===== src/rtl/mac_pkg.sv =====
`default_nettype none

package mac_pkg;

    // operand width is fixed by the 8x8 multiplier tree.
    localparam int OPND_WIDTH = 8;

    // full unsigned product of two operands.
    localparam int PROD_WIDTH = 16;

    // lane command opcodes.
    typedef enum logic [1:0] {
        OP_MUL = 2'd0,
        OP_MAC = 2'd1,
        OP_CLR = 2'd2
    } mac_op_e;

    // lane control states.
    typedef enum logic [1:0] {
        LANE_IDLE = 2'd0,
        LANE_REQ  = 2'd1,
        LANE_DONE = 2'd2
    } lane_state_e;

endpackage

`default_nettype wire

===== src/rtl/mul_port_if.sv =====
`default_nettype none
`timescale 1ns/100ps

interface mul_port_if;

    logic                            req;
    logic [mac_pkg::OPND_WIDTH-1:0]  a;
    logic [mac_pkg::OPND_WIDTH-1:0]  b;
    logic                            grant;
    logic [mac_pkg::PROD_WIDTH-1:0]  product;
    logic                            product_valid;

    // lane side requests and holds operands.
    modport lane (output req, output a, output b,
                  input grant, input product, input product_valid);

    // arbiter side grants and returns the registered product.
    modport arb (input req, input a, input b,
                 output grant, output product, output product_valid);

endinterface

`default_nettype wire


===== src/rtl/mac_top.sv =====
`default_nettype none
`timescale 1ns/100ps

module mac_top #(
    parameter int ACC_WIDTH = 24
) (
    input  wire logic                            clk,
    input  wire logic                            reset,
    input  wire logic                            cmd0_valid,
    input  wire mac_pkg::mac_op_e                cmd0_op,
    input  wire logic [mac_pkg::OPND_WIDTH-1:0]  cmd0_a,
    input  wire logic [mac_pkg::OPND_WIDTH-1:0]  cmd0_b,
    output logic                                 busy0,
    output logic                                 done0,
    output logic      [ACC_WIDTH-1:0]            result0,
    input  wire logic                            cmd1_valid,
    input  wire mac_pkg::mac_op_e                cmd1_op,
    input  wire logic [mac_pkg::OPND_WIDTH-1:0]  cmd1_a,
    input  wire logic [mac_pkg::OPND_WIDTH-1:0]  cmd1_b,
    output logic                                 busy1,
    output logic                                 done1,
    output logic      [ACC_WIDTH-1:0]            result1
);

    logic [mac_pkg::OPND_WIDTH-1:0]  mul_a;
    logic [mac_pkg::OPND_WIDTH-1:0]  mul_b;
    logic [mac_pkg::PROD_WIDTH-1:0]  mul_product;

    mul_port_if lane0_bus ();
    mul_port_if lane1_bus ();

    mac_lane #(
        .ACC_WIDTH (ACC_WIDTH)
    ) u_lane0 (
        .clk       (clk),
        .reset     (reset),
        .cmd_valid (cmd0_valid),
        .cmd_op    (cmd0_op),
        .cmd_a     (cmd0_a),
        .cmd_b     (cmd0_b),
        .busy      (busy0),
        .done      (done0),
        .result    (result0),
        .mul       (lane0_bus.lane)
    );

    mac_lane #(
        .ACC_WIDTH (ACC_WIDTH)
    ) u_lane1 (
        .clk       (clk),
        .reset     (reset),
        .cmd_valid (cmd1_valid),
        .cmd_op    (cmd1_op),
        .cmd_a     (cmd1_a),
        .cmd_b     (cmd1_b),
        .busy      (busy1),
        .done      (done1),
        .result    (result1),
        .mul       (lane1_bus.lane)
    );

    // single shared multiplier behind the arbiter.
    mul_arbiter u_arbiter (
        .clk         (clk),
        .reset       (reset),
        .lane0       (lane0_bus.arb),
        .lane1       (lane1_bus.arb),
        .mul_a       (mul_a),
        .mul_b       (mul_b),
        .mul_product (mul_product)
    );

    dadda_mul8 u_mul (
        .a       (mul_a),
        .b       (mul_b),
        .product (mul_product)
    );

endmodule

`default_nettype wire


===== src/rtl/mac_lane.sv =====
`default_nettype none
`timescale 1ns/100ps

module mac_lane #(
    parameter int ACC_WIDTH = 24
) (
    input  wire logic                            clk,
    input  wire logic                            reset,
    input  wire logic                            cmd_valid,
    input  wire mac_pkg::mac_op_e                cmd_op,
    input  wire logic [mac_pkg::OPND_WIDTH-1:0]  cmd_a,
    input  wire logic [mac_pkg::OPND_WIDTH-1:0]  cmd_b,
    output logic                                 busy,
    output logic                                 done,
    output logic      [ACC_WIDTH-1:0]            result,
    mul_port_if.lane                             mul
);

    mac_pkg::lane_state_e            state;
    mac_pkg::mac_op_e                op_q;
    logic [mac_pkg::OPND_WIDTH-1:0]  a_q;
    logic [mac_pkg::OPND_WIDTH-1:0]  b_q;
    logic [ACC_WIDTH-1:0]            acc;
    logic [ACC_WIDTH-1:0]            prod_ext;
    logic                            accept;

    // commands are only taken when idle.
    assign accept   = cmd_valid && (state == mac_pkg::LANE_IDLE);
    assign prod_ext = ACC_WIDTH'(mul.product);

    always_ff @(posedge clk) begin
        if (reset) begin
            state <= mac_pkg::LANE_IDLE;
            acc   <= '0;
        end else begin
            case (state)
                mac_pkg::LANE_IDLE: begin
                    if (accept) begin
                        // clear skips the multiplier.
                        if (cmd_op == mac_pkg::OP_CLR) begin
                            acc   <= '0;
                            state <= mac_pkg::LANE_DONE;
                        end else begin
                            state <= mac_pkg::LANE_REQ;
                        end
                    end
                end
                mac_pkg::LANE_REQ: begin
                    if (mul.product_valid) begin
                        if (op_q == mac_pkg::OP_MAC) begin
                            acc <= acc + prod_ext;
                        end else begin
                            acc <= prod_ext;
                        end
                        state <= mac_pkg::LANE_DONE;
                    end
                end
                default: begin
                    state <= mac_pkg::LANE_IDLE;
                end
            endcase
        end
    end

    always_ff @(posedge clk) begin
        if (accept) begin
            op_q <= cmd_op;
            a_q  <= cmd_a;
            b_q  <= cmd_b;
        end
    end

    // req drops as soon as the product is back.
    assign mul.req = (state == mac_pkg::LANE_REQ) && !mul.product_valid;
    assign mul.a   = a_q;
    assign mul.b   = b_q;

    assign busy   = (state != mac_pkg::LANE_IDLE);
    assign done   = (state == mac_pkg::LANE_DONE);
    assign result = acc;

    a_no_cmd_busy: assert property (@(posedge clk) disable iff (reset)
        cmd_valid |-> !busy)
        else $error("command issued while lane busy");

    a_done_pulse: assert property (@(posedge clk) disable iff (reset)
        done |=> !done)
        else $error("done held longer than one cycle");

endmodule

`default_nettype wire


===== src/rtl/mul_arbiter.sv =====
`default_nettype none
`timescale 1ns/100ps

module mul_arbiter (
    input  wire logic                            clk,
    input  wire logic                            reset,
    mul_port_if.arb                              lane0,
    mul_port_if.arb                              lane1,
    output logic      [mac_pkg::OPND_WIDTH-1:0]  mul_a,
    output logic      [mac_pkg::OPND_WIDTH-1:0]  mul_b,
    input  wire logic [mac_pkg::PROD_WIDTH-1:0]  mul_product
);

    logic                            last_lane1;
    logic                            grant0;
    logic                            grant1;
    logic                            valid0;
    logic                            valid1;
    logic [mac_pkg::PROD_WIDTH-1:0]  product_q;

    // on a tie the lane not served last wins.
    always_comb begin
        grant0 = lane0.req;
        grant1 = lane1.req;
        if (lane0.req && lane1.req) begin
            grant0 = last_lane1;
            grant1 = !last_lane1;
        end
    end

    assign mul_a = grant1 ? lane1.a : lane0.a;
    assign mul_b = grant1 ? lane1.b : lane0.b;

    // starts as if lane 1 went last so lane 0 goes first.
    always_ff @(posedge clk) begin
        if (reset) begin
            last_lane1 <= 1'b1;
            valid0     <= 1'b0;
            valid1     <= 1'b0;
        end else begin
            valid0 <= grant0;
            valid1 <= grant1;
            if (grant0 || grant1) begin
                last_lane1 <= grant1;
            end
        end
    end

    // one product register serves both lanes.
    always_ff @(posedge clk) begin
        if (grant0 || grant1) begin
            product_q <= mul_product;
        end
    end

    assign lane0.grant         = grant0;
    assign lane1.grant         = grant1;
    assign lane0.product       = product_q;
    assign lane1.product       = product_q;
    assign lane0.product_valid = valid0;
    assign lane1.product_valid = valid1;

    a_one_grant: assert property (@(posedge clk) disable iff (reset)
        !(lane0.grant && lane1.grant))
        else $error("both lanes granted");

    a_grant_req: assert property (@(posedge clk) disable iff (reset)
        (!lane0.grant || lane0.req) && (!lane1.grant || lane1.req))
        else $error("grant without request");

    // a lane that loses a tie is served in the next cycle.
    a_tie_lane1_next: assert property (@(posedge clk) disable iff (reset)
        (lane0.grant && lane1.req) |=> lane1.grant)
        else $error("lane 1 not served after losing a tie");

    a_tie_lane0_next: assert property (@(posedge clk) disable iff (reset)
        (lane1.grant && lane0.req) |=> lane0.grant)
        else $error("lane 0 not served after losing a tie");

endmodule

`default_nettype wire


===== src/rtl/dadda_mul8.sv =====
`default_nettype none
`timescale 1ns/100ps

module dadda_mul8 (
    input  wire logic [7:0]  a,
    input  wire logic [7:0]  b,
    output logic      [15:0] product
);

    logic [7:0][7:0] pp;
    logic [42:1]     s;
    logic [42:1]     c;
    logic [13:0]     row_a;
    logic [13:0]     row_b;
    logic [13:0]     row_sum;
    logic            row_cout;

    // row i holds b gated by a[i], bit j has weight i+j.
    for (genvar i = 0; i < 8; i++) begin : g_pp
        assign pp[i] = b & {8{a[i]}};
    end

    // reduce to height 6.
    assign s[1] = pp[0][6] ^ pp[1][5];
    assign c[1] = pp[0][6] & pp[1][5];
    assign s[2] = pp[1][6] ^ pp[2][5] ^ pp[0][7];
    assign c[2] = (pp[1][6] & pp[2][5]) | (pp[1][6] & pp[0][7]) | (pp[2][5] & pp[0][7]);
    assign s[3] = pp[3][4] ^ pp[4][3];
    assign c[3] = pp[3][4] & pp[4][3];
    assign s[4] = pp[2][6] ^ pp[3][5] ^ pp[1][7];
    assign c[4] = (pp[2][6] & pp[3][5]) | (pp[2][6] & pp[1][7]) | (pp[3][5] & pp[1][7]);
    assign s[5] = pp[4][4] ^ pp[5][3];
    assign c[5] = pp[4][4] & pp[5][3];
    assign s[6] = pp[3][6] ^ pp[4][5] ^ pp[2][7];
    assign c[6] = (pp[3][6] & pp[4][5]) | (pp[3][6] & pp[2][7]) | (pp[4][5] & pp[2][7]);

    // reduce to height 4.
    assign s[7]  = pp[0][4] ^ pp[1][3];
    assign c[7]  = pp[0][4] & pp[1][3];
    assign s[8]  = pp[1][4] ^ pp[2][3] ^ pp[0][5];
    assign c[8]  = (pp[1][4] & pp[2][3]) | (pp[1][4] & pp[0][5]) | (pp[2][3] & pp[0][5]);
    assign s[9]  = pp[3][2] ^ pp[4][1];
    assign c[9]  = pp[3][2] & pp[4][1];
    assign s[10] = pp[3][3] ^ pp[4][2] ^ pp[2][4];
    assign c[10] = (pp[3][3] & pp[4][2]) | (pp[3][3] & pp[2][4]) | (pp[4][2] & pp[2][4]);
    assign s[11] = pp[6][0] ^ s[1] ^ pp[5][1];
    assign c[11] = (pp[6][0] & s[1]) | (pp[6][0] & pp[5][1]) | (s[1] & pp[5][1]);
    assign s[12] = pp[6][1] ^ pp[7][0] ^ pp[5][2];
    assign c[12] = (pp[6][1] & pp[7][0]) | (pp[6][1] & pp[5][2]) | (pp[7][0] & pp[5][2]);
    assign s[13] = s[2] ^ s[3] ^ c[1];
    assign c[13] = (s[2] & s[3]) | (s[2] & c[1]) | (s[3] & c[1]);
    assign s[14] = pp[7][1] ^ c[2] ^ pp[6][2];
    assign c[14] = (pp[7][1] & c[2]) | (pp[7][1] & pp[6][2]) | (c[2] & pp[6][2]);
    assign s[15] = s[4] ^ s[5] ^ c[3];
    assign c[15] = (s[4] & s[5]) | (s[4] & c[3]) | (s[5] & c[3]);
    assign s[16] = pp[6][3] ^ pp[7][2] ^ pp[5][4];
    assign c[16] = (pp[6][3] & pp[7][2]) | (pp[6][3] & pp[5][4]) | (pp[7][2] & pp[5][4]);
    assign s[17] = c[5] ^ s[6] ^ c[4];
    assign c[17] = (c[5] & s[6]) | (c[5] & c[4]) | (s[6] & c[4]);
    assign s[18] = pp[4][6] ^ pp[5][5] ^ pp[3][7];
    assign c[18] = (pp[4][6] & pp[5][5]) | (pp[4][6] & pp[3][7]) | (pp[5][5] & pp[3][7]);
    assign s[19] = pp[7][3] ^ c[6] ^ pp[6][4];
    assign c[19] = (pp[7][3] & c[6]) | (pp[7][3] & pp[6][4]) | (c[6] & pp[6][4]);
    assign s[20] = pp[5][6] ^ pp[6][5] ^ pp[4][7];
    assign c[20] = (pp[5][6] & pp[6][5]) | (pp[5][6] & pp[4][7]) | (pp[6][5] & pp[4][7]);

    // reduce to height 3.
    assign s[21] = pp[0][3] ^ pp[1][2];
    assign c[21] = pp[0][3] & pp[1][2];
    assign s[22] = pp[3][1] ^ pp[4][0] ^ pp[2][2];
    assign c[22] = (pp[3][1] & pp[4][0]) | (pp[3][1] & pp[2][2]) | (pp[4][0] & pp[2][2]);
    assign s[23] = c[7] ^ s[8] ^ pp[5][0];
    assign c[23] = (c[7] & s[8]) | (c[7] & pp[5][0]) | (s[8] & pp[5][0]);
    assign s[24] = c[9] ^ s[10] ^ c[8];
    assign c[24] = (c[9] & s[10]) | (c[9] & c[8]) | (s[10] & c[8]);
    assign s[25] = c[11] ^ s[12] ^ c[10];
    assign c[25] = (c[11] & s[12]) | (c[11] & c[10]) | (s[12] & c[10]);
    assign s[26] = c[13] ^ s[14] ^ c[12];
    assign c[26] = (c[13] & s[14]) | (c[13] & c[12]) | (s[14] & c[12]);
    assign s[27] = c[15] ^ s[16] ^ c[14];
    assign c[27] = (c[15] & s[16]) | (c[15] & c[14]) | (s[16] & c[14]);
    assign s[28] = c[17] ^ s[18] ^ c[16];
    assign c[28] = (c[17] & s[18]) | (c[17] & c[16]) | (s[18] & c[16]);
    assign s[29] = c[18] ^ c[19] ^ pp[7][4];
    assign c[29] = (c[18] & c[19]) | (c[18] & pp[7][4]) | (c[19] & pp[7][4]);
    assign s[30] = pp[6][6] ^ pp[7][5] ^ pp[5][7];
    assign c[30] = (pp[6][6] & pp[7][5]) | (pp[6][6] & pp[5][7]) | (pp[7][5] & pp[5][7]);

    // reduce to two rows.
    assign s[31] = pp[0][2] ^ pp[1][1];
    assign c[31] = pp[0][2] & pp[1][1];
    assign s[32] = pp[3][0] ^ s[21] ^ pp[2][1];
    assign c[32] = (pp[3][0] & s[21]) | (pp[3][0] & pp[2][1]) | (s[21] & pp[2][1]);
    assign s[33] = c[21] ^ s[22] ^ s[7];
    assign c[33] = (c[21] & s[22]) | (c[21] & s[7]) | (s[22] & s[7]);
    assign s[34] = c[22] ^ s[23] ^ s[9];
    assign c[34] = (c[22] & s[23]) | (c[22] & s[9]) | (s[23] & s[9]);
    assign s[35] = c[23] ^ s[24] ^ s[11];
    assign c[35] = (c[23] & s[24]) | (c[23] & s[11]) | (s[24] & s[11]);
    assign s[36] = c[24] ^ s[25] ^ s[13];
    assign c[36] = (c[24] & s[25]) | (c[24] & s[13]) | (s[25] & s[13]);
    assign s[37] = c[25] ^ s[26] ^ s[15];
    assign c[37] = (c[25] & s[26]) | (c[25] & s[15]) | (s[26] & s[15]);
    assign s[38] = c[26] ^ s[27] ^ s[17];
    assign c[38] = (c[26] & s[27]) | (c[26] & s[17]) | (s[27] & s[17]);
    assign s[39] = c[27] ^ s[28] ^ s[19];
    assign c[39] = (c[27] & s[28]) | (c[27] & s[19]) | (s[28] & s[19]);
    assign s[40] = c[28] ^ s[29] ^ s[20];
    assign c[40] = (c[28] & s[29]) | (c[28] & s[20]) | (s[29] & s[20]);
    assign s[41] = c[29] ^ s[30] ^ c[20];
    assign c[41] = (c[29] & s[30]) | (c[29] & c[20]) | (s[30] & c[20]);
    assign s[42] = pp[7][6] ^ c[30] ^ pp[6][7];
    assign c[42] = (pp[7][6] & c[30]) | (pp[7][6] & pp[6][7]) | (c[30] & pp[6][7]);

    // bit k of each row carries weight k+1.
    assign row_a = {pp[7][7], c[41:31], pp[2][0], pp[0][1]};
    assign row_b = {c[42], s[42:31], pp[1][0]};

    cla_adder #(
        .WIDTH (14)
    ) u_final_add (
        .a    (row_a),
        .b    (row_b),
        .sum  (row_sum),
        .cout (row_cout)
    );

    assign product = {row_cout, row_sum, pp[0][0]};

endmodule

`default_nettype wire


===== src/rtl/cla_adder.sv =====
`default_nettype none
`timescale 1ns/100ps

module cla_adder #(
    parameter int WIDTH = 14
) (
    input  wire logic [WIDTH-1:0] a,
    input  wire logic [WIDTH-1:0] b,
    output logic      [WIDTH-1:0] sum,
    output logic                  cout
);

    logic [WIDTH-1:0] gen;
    logic [WIDTH-1:0] prop;
    logic [WIDTH:0]   carry;

    // per-bit generate and propagate.
    assign gen  = a & b;
    assign prop = a ^ b;

    // no carry into bit 0.
    assign carry[0] = 1'b0;

    // c[i+1] = g[i] + p[i] * c[i].
    for (genvar i = 0; i < WIDTH; i++) begin : g_carry
        assign carry[i+1] = gen[i] | (prop[i] & carry[i]);
    end

    assign sum  = prop ^ carry[WIDTH-1:0];
    assign cout = carry[WIDTH];

endmodule

`default_nettype wire


===== config.mk =====
export PLATFORM = sky130hd
export DESIGN_NAME = mac_top
export DESIGN_NICKNAME = d
export VERILOG_FILES = /design/src/rtl/mac_pkg.sv /design/src/rtl/mul_port_if.sv /design/src/rtl/mac_top.sv /design/src/rtl/mac_lane.sv /design/src/rtl/mul_arbiter.sv /design/src/rtl/dadda_mul8.sv /design/src/rtl/cla_adder.sv
export SDC_FILE = /design/constraint.sdc
export NUM_CORES = 1
export LEC_CHECK = 0
export BUFFER_PORTS_ARGS = -buffer_cell sky130_fd_sc_hd__buf_4
export CAP_MARGIN = 20
export CORE_MARGIN = 2
export CORE_UTILIZATION = 55
export DETAILED_ROUTE_END_ITERATION = 6
export PLACE_DENSITY = 0.84
export RECOVER_POWER = 100
export SLEW_MARGIN = 20
export SYNTH_ARGS = -nofsm -noshare
export SYNTH_HDL_FRONTEND = slang
export SYNTH_HIERARCHICAL = 1
export SYNTH_SLANG_ARGS = --single-unit

===== constraint.sdc =====
create_clock -name clk -period 9.05 [get_ports clk]
set_input_delay 0.905 -clock clk [delete_from_list [all_inputs] [get_ports clk]]
set_output_delay 0.905 -clock clk [all_outputs]
set_load 0.005 [all_outputs]

# After elaboration in Yosys (flattened, before gate mapping)
# Cells that the tools add are included.
# totals
register_bits,107
out_inout_bits,52
wordCells,367
# op_classes
add_sub_neg,2
reduce_logical,19
n_eq_ne,14
mux,22
bitwise_logic,296
# ops
cell,count
24-bit 2-to-1 mux,8
1-bit bitwise AND,125
24-bit one-hot mux with 2 select lines,2
1-bit OR,83
1-bit XOR,77
8-bit bitwise AND,8
24-bit by 16-bit adder with 24-bit output,2
14-bit XOR,2
8-bit 2-to-1 mux,2
14-bit bitwise AND,1
2-bit 2-to-1 mux,6
"2-bit by 1-bit equality test with 1-bit output, second input constant",4
"2-bit equality test, second input constant",4
"2-bit by 1-bit inequality test with 1-bit output, second input constant",4
2-bit one-hot mux with 2 select lines,2
4-bit AND reduction,2
2-bit nonzero test,4
1-bit logical AND,5
2-bit zero test,2
"2-bit inequality test, second input constant",2
2-bit AND reduction,2
1-bit zero test,3
1-bit 2-to-1 mux,2
1-bit logical OR,1

# Logic depth before layout (Yosys ltp)
# Gate-level depths: netlist of run 1.
# depth
word_depth,45
depth_mapped,24

# Modules after synthesis
# Netlist of run 1, hierarchy kept.
# modules_own_cells
mod,cells_each,area_each_um2,instances
mac_lane,264,2503.7,2
dadda_mul8,144,1286.2,1
mul_arbiter,62,959.7,1
cla_adder,19,291.5,1

# Worst setup path before layout of run 1
# Ideal clock, no wire load.
# synth_path
kind,reg-to-reg
start,register u_lane1.state[0]
end,"register u_arbiter.product_q, in the netlist u_arbiter/lane0.product[14] (data pin)"
setup_slack_ps,1574
n_path_buf,1
required_ps,8921
arrival_ps,7347
synth_period_minus_slack_ps,7476
stages_incl_launch_ff,24
path_cell_list,dfxtp_1 > nor3b_1 > a21boi_4 > buf_12 > mux2_4 > and2_1 > ha_1 > inv_1 > fa_1 > inv_1 > fa_1 > fa_1 > fa_1 > fa_1 > fa_1 > fa_1 > fa_1 > fa_1 > fa_1 > fa_1 > fa_1 > inv_1 > fa_1 > inv_1
# synth_between
elab_chain_cells,33
# synth_lines
element,line_no,rtl
from (decl),mac_lane.sv:19,mac_pkg::lane_state_e state;
from (signal assigned),mac_lane.sv:33,state <= mac_pkg::LANE_IDLE;
from (signal assigned),mac_lane.sv:42,state <= mac_pkg::LANE_DONE;
from (signal assigned),mac_lane.sv:44,state <= mac_pkg::LANE_REQ;
2-bit by 1-bit equality test with 1-bit output (*),mac_lane.sv:74,assign mul.req = (state == mac_pkg::LANE_REQ) && !mul.product_valid;
1-bit logical AND (*),mac_lane.sv:74,
named net lane1_bus.req,mul_port_if.sv:6,logic req;
1-bit logical AND,mul_arbiter.sv:25,if (lane0.req && lane1.req) begin
1-bit 2-to-1 mux (*),mul_arbiter.sv:25,
named net lane1_bus.grant,mul_port_if.sv:9,logic grant;
8-bit 2-to-1 mux (*),mul_arbiter.sv:32,assign mul_b = grant1 ? lane1.b : lane0.b;
named net mul_b (one bit),mac_top.sv:26,logic [mac_pkg::OPND_WIDTH-1:0] mul_b;
[... 4 more ...],-,
named net u_mul.row_b[2],dadda_mul8.sv:14,logic [13:0] row_b;
[... 17 more ...],-,
1-bit bitwise AND (*),cla_adder.sv:26,assign carry[i+1] = gen[i] | (prop[i] & carry[i]);
1-bit OR (*),cla_adder.sv:26,
1-bit bitwise AND (*),cla_adder.sv:26,
1-bit OR (*),cla_adder.sv:26,
1-bit bitwise AND (*),cla_adder.sv:26,
1-bit OR (*),cla_adder.sv:26,
14-bit XOR (*),cla_adder.sv:29,assign sum = prop ^ carry[WIDTH-1:0];
named net mul_product (one bit),mac_top.sv:27,logic [mac_pkg::PROD_WIDTH-1:0] mul_product;
to (signal assigned),mul_arbiter.sv:52,product_q <= mul_product;
to (decl),mul_arbiter.sv:19,logic [mac_pkg::PROD_WIDTH-1:0] product_q;
# Mark *: on every way through the listed nets, which the timed path passes. The rest lies on a longest branch.
# A chain may end at the register's enable or synchronous reset.

# Final worst setup path of run 1
# layout_path
start,register u_lane1.state[0]
end,"register u_arbiter.product_q, in the netlist u_arbiter/lane0.product[14] (data pin)"
# layout_between
elab_chain_cells,33
# layout_lines
element,line_no,rtl
2-bit by 1-bit equality test with 1-bit output (*),mac_lane.sv:74,
1-bit logical AND (*),mac_lane.sv:74,
named net lane1_bus.req,mul_port_if.sv:6,
1-bit logical AND,mul_arbiter.sv:25,
1-bit 2-to-1 mux (*),mul_arbiter.sv:25,
named net lane1_bus.grant,mul_port_if.sv:9,
8-bit 2-to-1 mux (*),mul_arbiter.sv:31,assign mul_a = grant1 ? lane1.a : lane0.a;
named net mul_a (one bit),mac_top.sv:25,logic [mac_pkg::OPND_WIDTH-1:0] mul_a;
[... 4 more ...],-,
named net u_mul.row_b[2],dadda_mul8.sv:14,
[... 17 more ...],-,
1-bit bitwise AND (*),cla_adder.sv:26,
1-bit OR (*),cla_adder.sv:26,
1-bit bitwise AND (*),cla_adder.sv:26,
1-bit OR (*),cla_adder.sv:26,
1-bit bitwise AND (*),cla_adder.sv:26,
1-bit OR (*),cla_adder.sv:26,
14-bit XOR (*),cla_adder.sv:29,
named net mul_product (one bit),mac_top.sv:27,
# Marked as above.

==> results of run 1 <==
==> per-stage QoR <==
| step | total power [mW] | hold slack [ns] |
|---|---|---|
| after floorplan | 1.22 | 0.465 |
| after global placement | 1.30 | 0.492 |
| after detailed placement | 1.34 | 0.498 |
| after CTS | 1.71 | 0.509 |
| after global routing | 1.86 | 0.548 |
| final | 1.69 | 0.507 |
==> state kept, by name, summed over array words and instances (netlist names), 2 cells and up <==
name,count
u_lane0/result,24
u_lane1/result,24
u_arbiter/lane0.product,16
u_lane0/mul.a,8
u_lane0/mul.b,8
u_lane1/mul.a,8
u_lane1/mul.b,8
u_lane0/op_q,2
u_lane0/state,2
u_lane1/op_q,2
u_lane1/state,2
==> power by group <==
| part | total [mW] | switching [mW] | leakage [nW] | internal [mW] |
|---|---|---|---|---|
| combinational | 0.666 | 0.369 | 2.38 | 0.297 |
| sequential | 0.657 | 0.0523 | 0.943 | 0.605 |
| clock | 0.369 | 0.179 | 0.138 | 0.190 |
| total | 1.69 | 0.600 | 3.46 | 1.09 |
==> worst max-delay path, delay by kind of cell, from the launching register on <==
family                   cells  cell delay (ns)
AO/OA/AOI/OAI                1             0.65
adder cells (fa/ha/maj)     14             5.54
multiplexers                 1             0.48
buffers and inverters        4             0.24
flip-flops                   1             0.42
AND/OR/NAND/NOR              2             0.77
==> worst min-delay path by stage <==
stage / to / start / slack (ns) / cells past startpoint
final: u_lane1/result[11] / u_lane1/result[11] / 0.51 / 2
after global routing: u_lane0/result[22] / u_lane0/result[22] / 0.55 / 2
after CTS: u_lane1/result[11] / u_lane1/result[11] / 0.51 / 2
after detailed placement: u_lane1/result[11] / u_lane1/result[11] / 0.50 / 2
after global placement: u_lane1/result[11] / u_lane1/result[11] / 0.49 / 2
after floorplan: u_lane0/result[11] / u_lane0/result[11] / 0.47 / 2
==> layer usage <==
layer  share of wire [%]  wire length [um]
met5                   0                 0
met4                 2.4               367
met3                 5.4               840
met2                  50              7840
met1                  42              6510
==> layout make-up <==
type | instances | area share (%)
clock inverters | 6 | 0.577
clock buffers | 10 | 2.71
flip-flops and latches | 107 | 31.5
repair buffers | 94 | 8.00
inverters | 57 | 2.53
well taps | 176 | 2.60
multi-input cells | 555 | 52.1
==> layout by cell type, fill, tap and decap left out, drive strengths merged, types with 4 or more instances in the layout <==
cell	count
o211ai	8
nor3	12
edfxtp	52
dfxtp	55
and2	45
o22ai	14
a22oi	24
nand3	8
nand2b	8
nand2	74
a21o	5
clkbuf	100
o21ai	38
xnor2	10
buf	4
nor2	38
or2	8
a21oi	48
o21a	6
o21bai	4
a211oi	5
nor2b	25
a22o	4
xor2	16
or4	4
ha	40
mux2	16
o211a	4
and3	6
fa	50
inv	60
==> reports/results.tsv, run 1 <==
metric	value	unit
end_kind	flop	
vias_per_cell	5.74	
gp_congestion	0.892	
gr-total-overflow	0	
wire_per_inst	15.5	um
period_share	90.8	%
worst_slew_pin_slew	1.13	ns
r2r-start	u_lane1/state[0]	
cts_setup_buffers	0	
dpl.hpwl	12200	um
cts_buffer_depth	2	
diodes	0	
placed_area	8250	um2
drc	0	
grtUsageMet2	39.6	%
hp-class	reg2reg	
cts_buffers	9	
grt_max_degree	40	
power.density	200	nW/um2
cts_max_level	3	
final_cell_area	8460	um2
die_x	121	um
area_growth	12.2	%
worstSetupStartpoint	u_lane1/state[0]	
num_vias	5764	
cp.required	9.28	ns
relSlewSlack	24.9	%
cts.clk_slew.worst_paths	0.07	ns
numPortBuffers	91	
die_h	121	um
core	13300	um2
post-route-util	63.6	%
first_iter_violations	416	
io_pins	92	
fin_crit	8.22	ns
reg2reg_depth	22	
antenna_found_initial	0	
critPathMostFrequentCell	fa_1	
syn_area	7540	um2
grt_use_total	22.6	%
slowest_delay	0.65	ns
yosys_warnings	6	
fmax	0.122	GHz
grt_pass1_vias	5669	
grt_pass1_wl	26200	um
fillers	1090	
drive_gt1_share	16.3	%
max-cap-violations	0	
path_cells	nor3b_1 -> a21boi_4 -> mux2_1 -> and2_0 -> ha_1 -> inv_1 -> fa_1 -> inv_1 -> fa_1 -> fa_1 -> fa_1 -> fa_1 -> fa_1 -> fa_1 -> fa_1 -> fa_1 -> fa_1 -> fa_1 -> fa_1 -> inv_1 -> fa_1 -> inv_1	
crit_fanout	17	
critical_path.endpoint	u_arbiter/lane0.product[14]	
nets	954	
totalWireLength	15600	um
grt.busiest_layer	met2	
hold_buffers	0	
startpoint_type	flop	
use_met1	27.9	%
start_util	56.7	%
setup_viol	0	
tns	0	ns
dp_cells	989	
post_cts_resized	0	
die_area	14700	um2
multiInputGateArea	4410	um2
ant_nets	0	
setup_slack	0.832	ns
syn_nets	882	
syn_avg_cell_area	10.0	um2
first_pass_iters	7	
r2r-end	u_arbiter/lane0.product[14]	
r2r_slack	0.83	ns
clk_latency	0.36	ns
fin_worst_skew	0.00996	ns
status	finished, final reports clean	
regArea	2660	um2
fp-row-count	42	
cp_slowest_cell	a21boi_4	
met3_usage	3.85	%
maxSlewViolCount	0	
dp_slack	0.914	ns
cts_tree	built	
irDropWorstVdd	0.117	mV
instances_no_fill	1005	
clk_root_buffer_cell	clkbuf_16	
synthCells	752	
power.leakage	3.46	nW
cts.sinks	107	
arrival	8.45	ns
rsz0062_at_grt	no	
hold_violations	0	
path_class	reg2reg	
Power figures use the tool's default switching activity.
==> run 2, diff against run 1 <==
==> constraint.sdc (replaced) <==
create_clock -name clk -period 9.5 [get_ports clk]
set_input_delay 0.95 -clock clk [delete_from_list [all_inputs] [get_ports clk]]
set_output_delay 0.95 -clock clk [all_outputs]
set_load 0.005 [all_outputs]
==> run 2 against run 1 <==
- combinational power down 5.0%
- non-clock buffer count unchanged
- worst hold slack worse by 0.0028 ns
- global-route usage down 0.22 points
- register-to-register slack better by 0.45 ns
- critical path type unchanged
- largest power group unchanged
==> reports/results.tsv, run 2 (same netlist as run 1, synthesis figures left out) <==
metric	value	unit	change
numPortBuffers	91		unchanged
area_growth	12.2	%	about the same
die_x	121	um	unchanged
regArea	2660	um2	unchanged
tns	0	ns	unchanged
num_vias	5632		was 5764
hp-start	u_lane1/result[11]		unchanged
start_util	56.7	%	unchanged
fin_worst_skew	0.0103	ns	was 0.00996 ns
path_class	reg2reg		unchanged
antenna_found_initial	0		unchanged
cts_buffer_depth	2		unchanged
wire_per_inst	15.4	um	was 15.5 um
gr-total-overflow	0		unchanged
maxSlewViolCount	0		unchanged
slowest_delay	0.65	ns	about the same
instances_no_fill	1005		unchanged
power.density	191	nW/um2	was 200 nW/um2
fmax	0.122	GHz	about the same
seqPwrFrac	38.8	%	about the same
cts_setup_buffers	0		unchanged
drc	0		unchanged
arrival	8.45	ns	about the same
switching_power	0.571	mW	was 0.600 mW
status	finished, final reports clean		unchanged
final_common_cell	clkbuf_4		unchanged
cts.clk_slew.worst_paths	0.07	ns	about the same
cts_tree	built		unchanged
ant_nets	0		unchanged
r2r-start	u_lane1/state[0]		unchanged
fin_crit	8.22	ns	about the same
hold_buffers	0		unchanged
placed_area	8250	um2	unchanged
dp_slack	1.34	ns	was 0.914 ns
core	13300	um2	unchanged
final_cell_area	8460	um2	about the same
die_h	121	um	unchanged
grt_use_total	22.4	%	was 22.6%
cts_buffers	9		unchanged
period_share	86.5	%	was 90.8%
power.share.combinational	39.3	%	about the same
post-route-util	63.6	%	about the same
layout_common_cells	84 x clkbuf_4, 74 x nand2_1, 57 x inv_1		was 83 x clkbuf_4, 74 x nand2_1, 57 x inv_1
grt_pass1_vias	5570		was 5669
whs_endpoint	u_lane1/result[11]		unchanged
dpl.hpwl	12100	um	was 12200 um
diodes	0		unchanged
end_kind	flop		unchanged
irDropWorstVdd	0.117	mV	about the same
hp-class	reg2reg		unchanged
dp_cells	989		unchanged
cts_max_level	3		unchanged
nets	954		unchanged
clk_root_buffer_cell	clkbuf_16		unchanged
reg2reg_depth	22		unchanged
p_clk_share	22.0	%	was 21.8%
grt_pass1_wl	25900	um	was 26200 um
fillers	1067		was 1090
io_pins	92		unchanged
fp-row-count	42		unchanged
rsz0062_at_grt	no		unchanged
setup_slack	1.28	ns	was 0.832 ns
path_cells	nor3b_1 -> a21boi_4 -> mux2_1 -> and2_0 -> ha_1 -> inv_1 -> fa_1 -> inv_1 -> fa_1 -> fa_1 -> fa_1 -> fa_1 -> fa_1 -> fa_1 -> fa_1 -> fa_1 -> fa_1 -> fa_1 -> fa_1 -> inv_1 -> fa_1 -> inv_1		unchanged
gp_congestion	0.893		was 0.892
cts.sinks	107		unchanged
drive_gt1_share	16.2	%	was 16.3%
clk_latency	0.36	ns	about the same
worst_slew_pin_slew	1.12	ns	was 1.13 ns
hold_violations	0		unchanged
cp_slowest_cell	a21boi_4		unchanged
max-cap-violations	0		unchanged
swShare	35.4	%	was 35.5%
post_cts_resized	0		unchanged
hold_depth	2		unchanged
crit_fanout	17		unchanged
vias_per_cell	5.60		was 5.74
multiInputGateArea	4410	um2	unchanged
first_pass_iters	5		was 7
r2r_slack	1.28	ns	was 0.83 ns
startpoint_type	flop		unchanged
intPower	1.04	mW	was 1.09 mW
grt_max_degree	40		unchanged
setup_viol	0		unchanged
relSlewSlack	25.4	%	was 24.9%
hold_ws	0.505	ns	was 0.507 ns
r2r-end	u_arbiter/lane0.product[14]		unchanged
totalWireLength	15400	um	was 15600 um
critPathMostFrequentCell	fa_1		unchanged
first_iter_violations	313		was 416
cp.required	9.73	ns	was 9.28 ns
die_area	14700	um2	unchanged
power.total	1.61	mW	was 1.69 mW
power.leakage	3.46	nW	about the same
run 2: layer usage:
layer | GRT usage (%) | vias to the layer above | part of all wire [%]
met4 | 7.49 | 0 | 1.5
li1 | - | 2774 | -
met2 | 38.9 | 148 | 50
met1 | 28.1 | 2696 | 43
met5 | 0 | - | 0
met3 | 3.85 | 14 | 4.7
run 2: final cells by class:
type	instances	area share, %
repair buffers	94	8.00
clock buffers	10	2.71
clock inverters	6	0.592
multi-input cells	555	52.1
well taps	176	2.60
inverters	57	2.53
flip-flops and latches	107	31.5
run 2: worst max-delay path by stage:
stage                                start                     endpoint  slack [ns]
after global routing      u_lane1/state[0]  u_arbiter/lane0.product[14]        0.86
after detailed placement  u_lane1/state[0]  u_arbiter/lane0.product[14]        1.34
after floorplan           u_lane1/state[0]  u_arbiter/lane0.product[14]        2.09
after CTS                 u_lane1/state[0]  u_arbiter/lane0.product[14]        1.32
final                     u_lane1/state[0]  u_arbiter/lane0.product[14]        1.28
after global placement    u_lane1/state[0]  u_arbiter/lane0.product[14]        1.49
run 2: power by group through the flow:
| stage | logic, mW | registers, mW | clock network (mW) |
|---|---|---|---|
| 5_1_grt | 0.744 | 0.631 | 0.381 |
| 4_1_cts | 0.646 | 0.623 | 0.364 |
| 2_1_floorplan | 0.551 | 0.608 | 0 |
| 6_report | 0.633 | 0.625 | 0.354 |
| 3_5_place_dp | 0.644 | 0.633 | 0 |
| 3_3_place_gp | 0.604 | 0.632 | 0 |
run 2: worst max-delay path, delay by kind of cell, from the launching register on:
kind,cells,cell delay [ns]
adders and majority gates,14,5.54
DFF,1,0.42
and+or+nand+nor,2,0.74
AOI/OAI and AO/OA,1,0.65
muxes,1,0.49
buffers and inverters,4,0.24
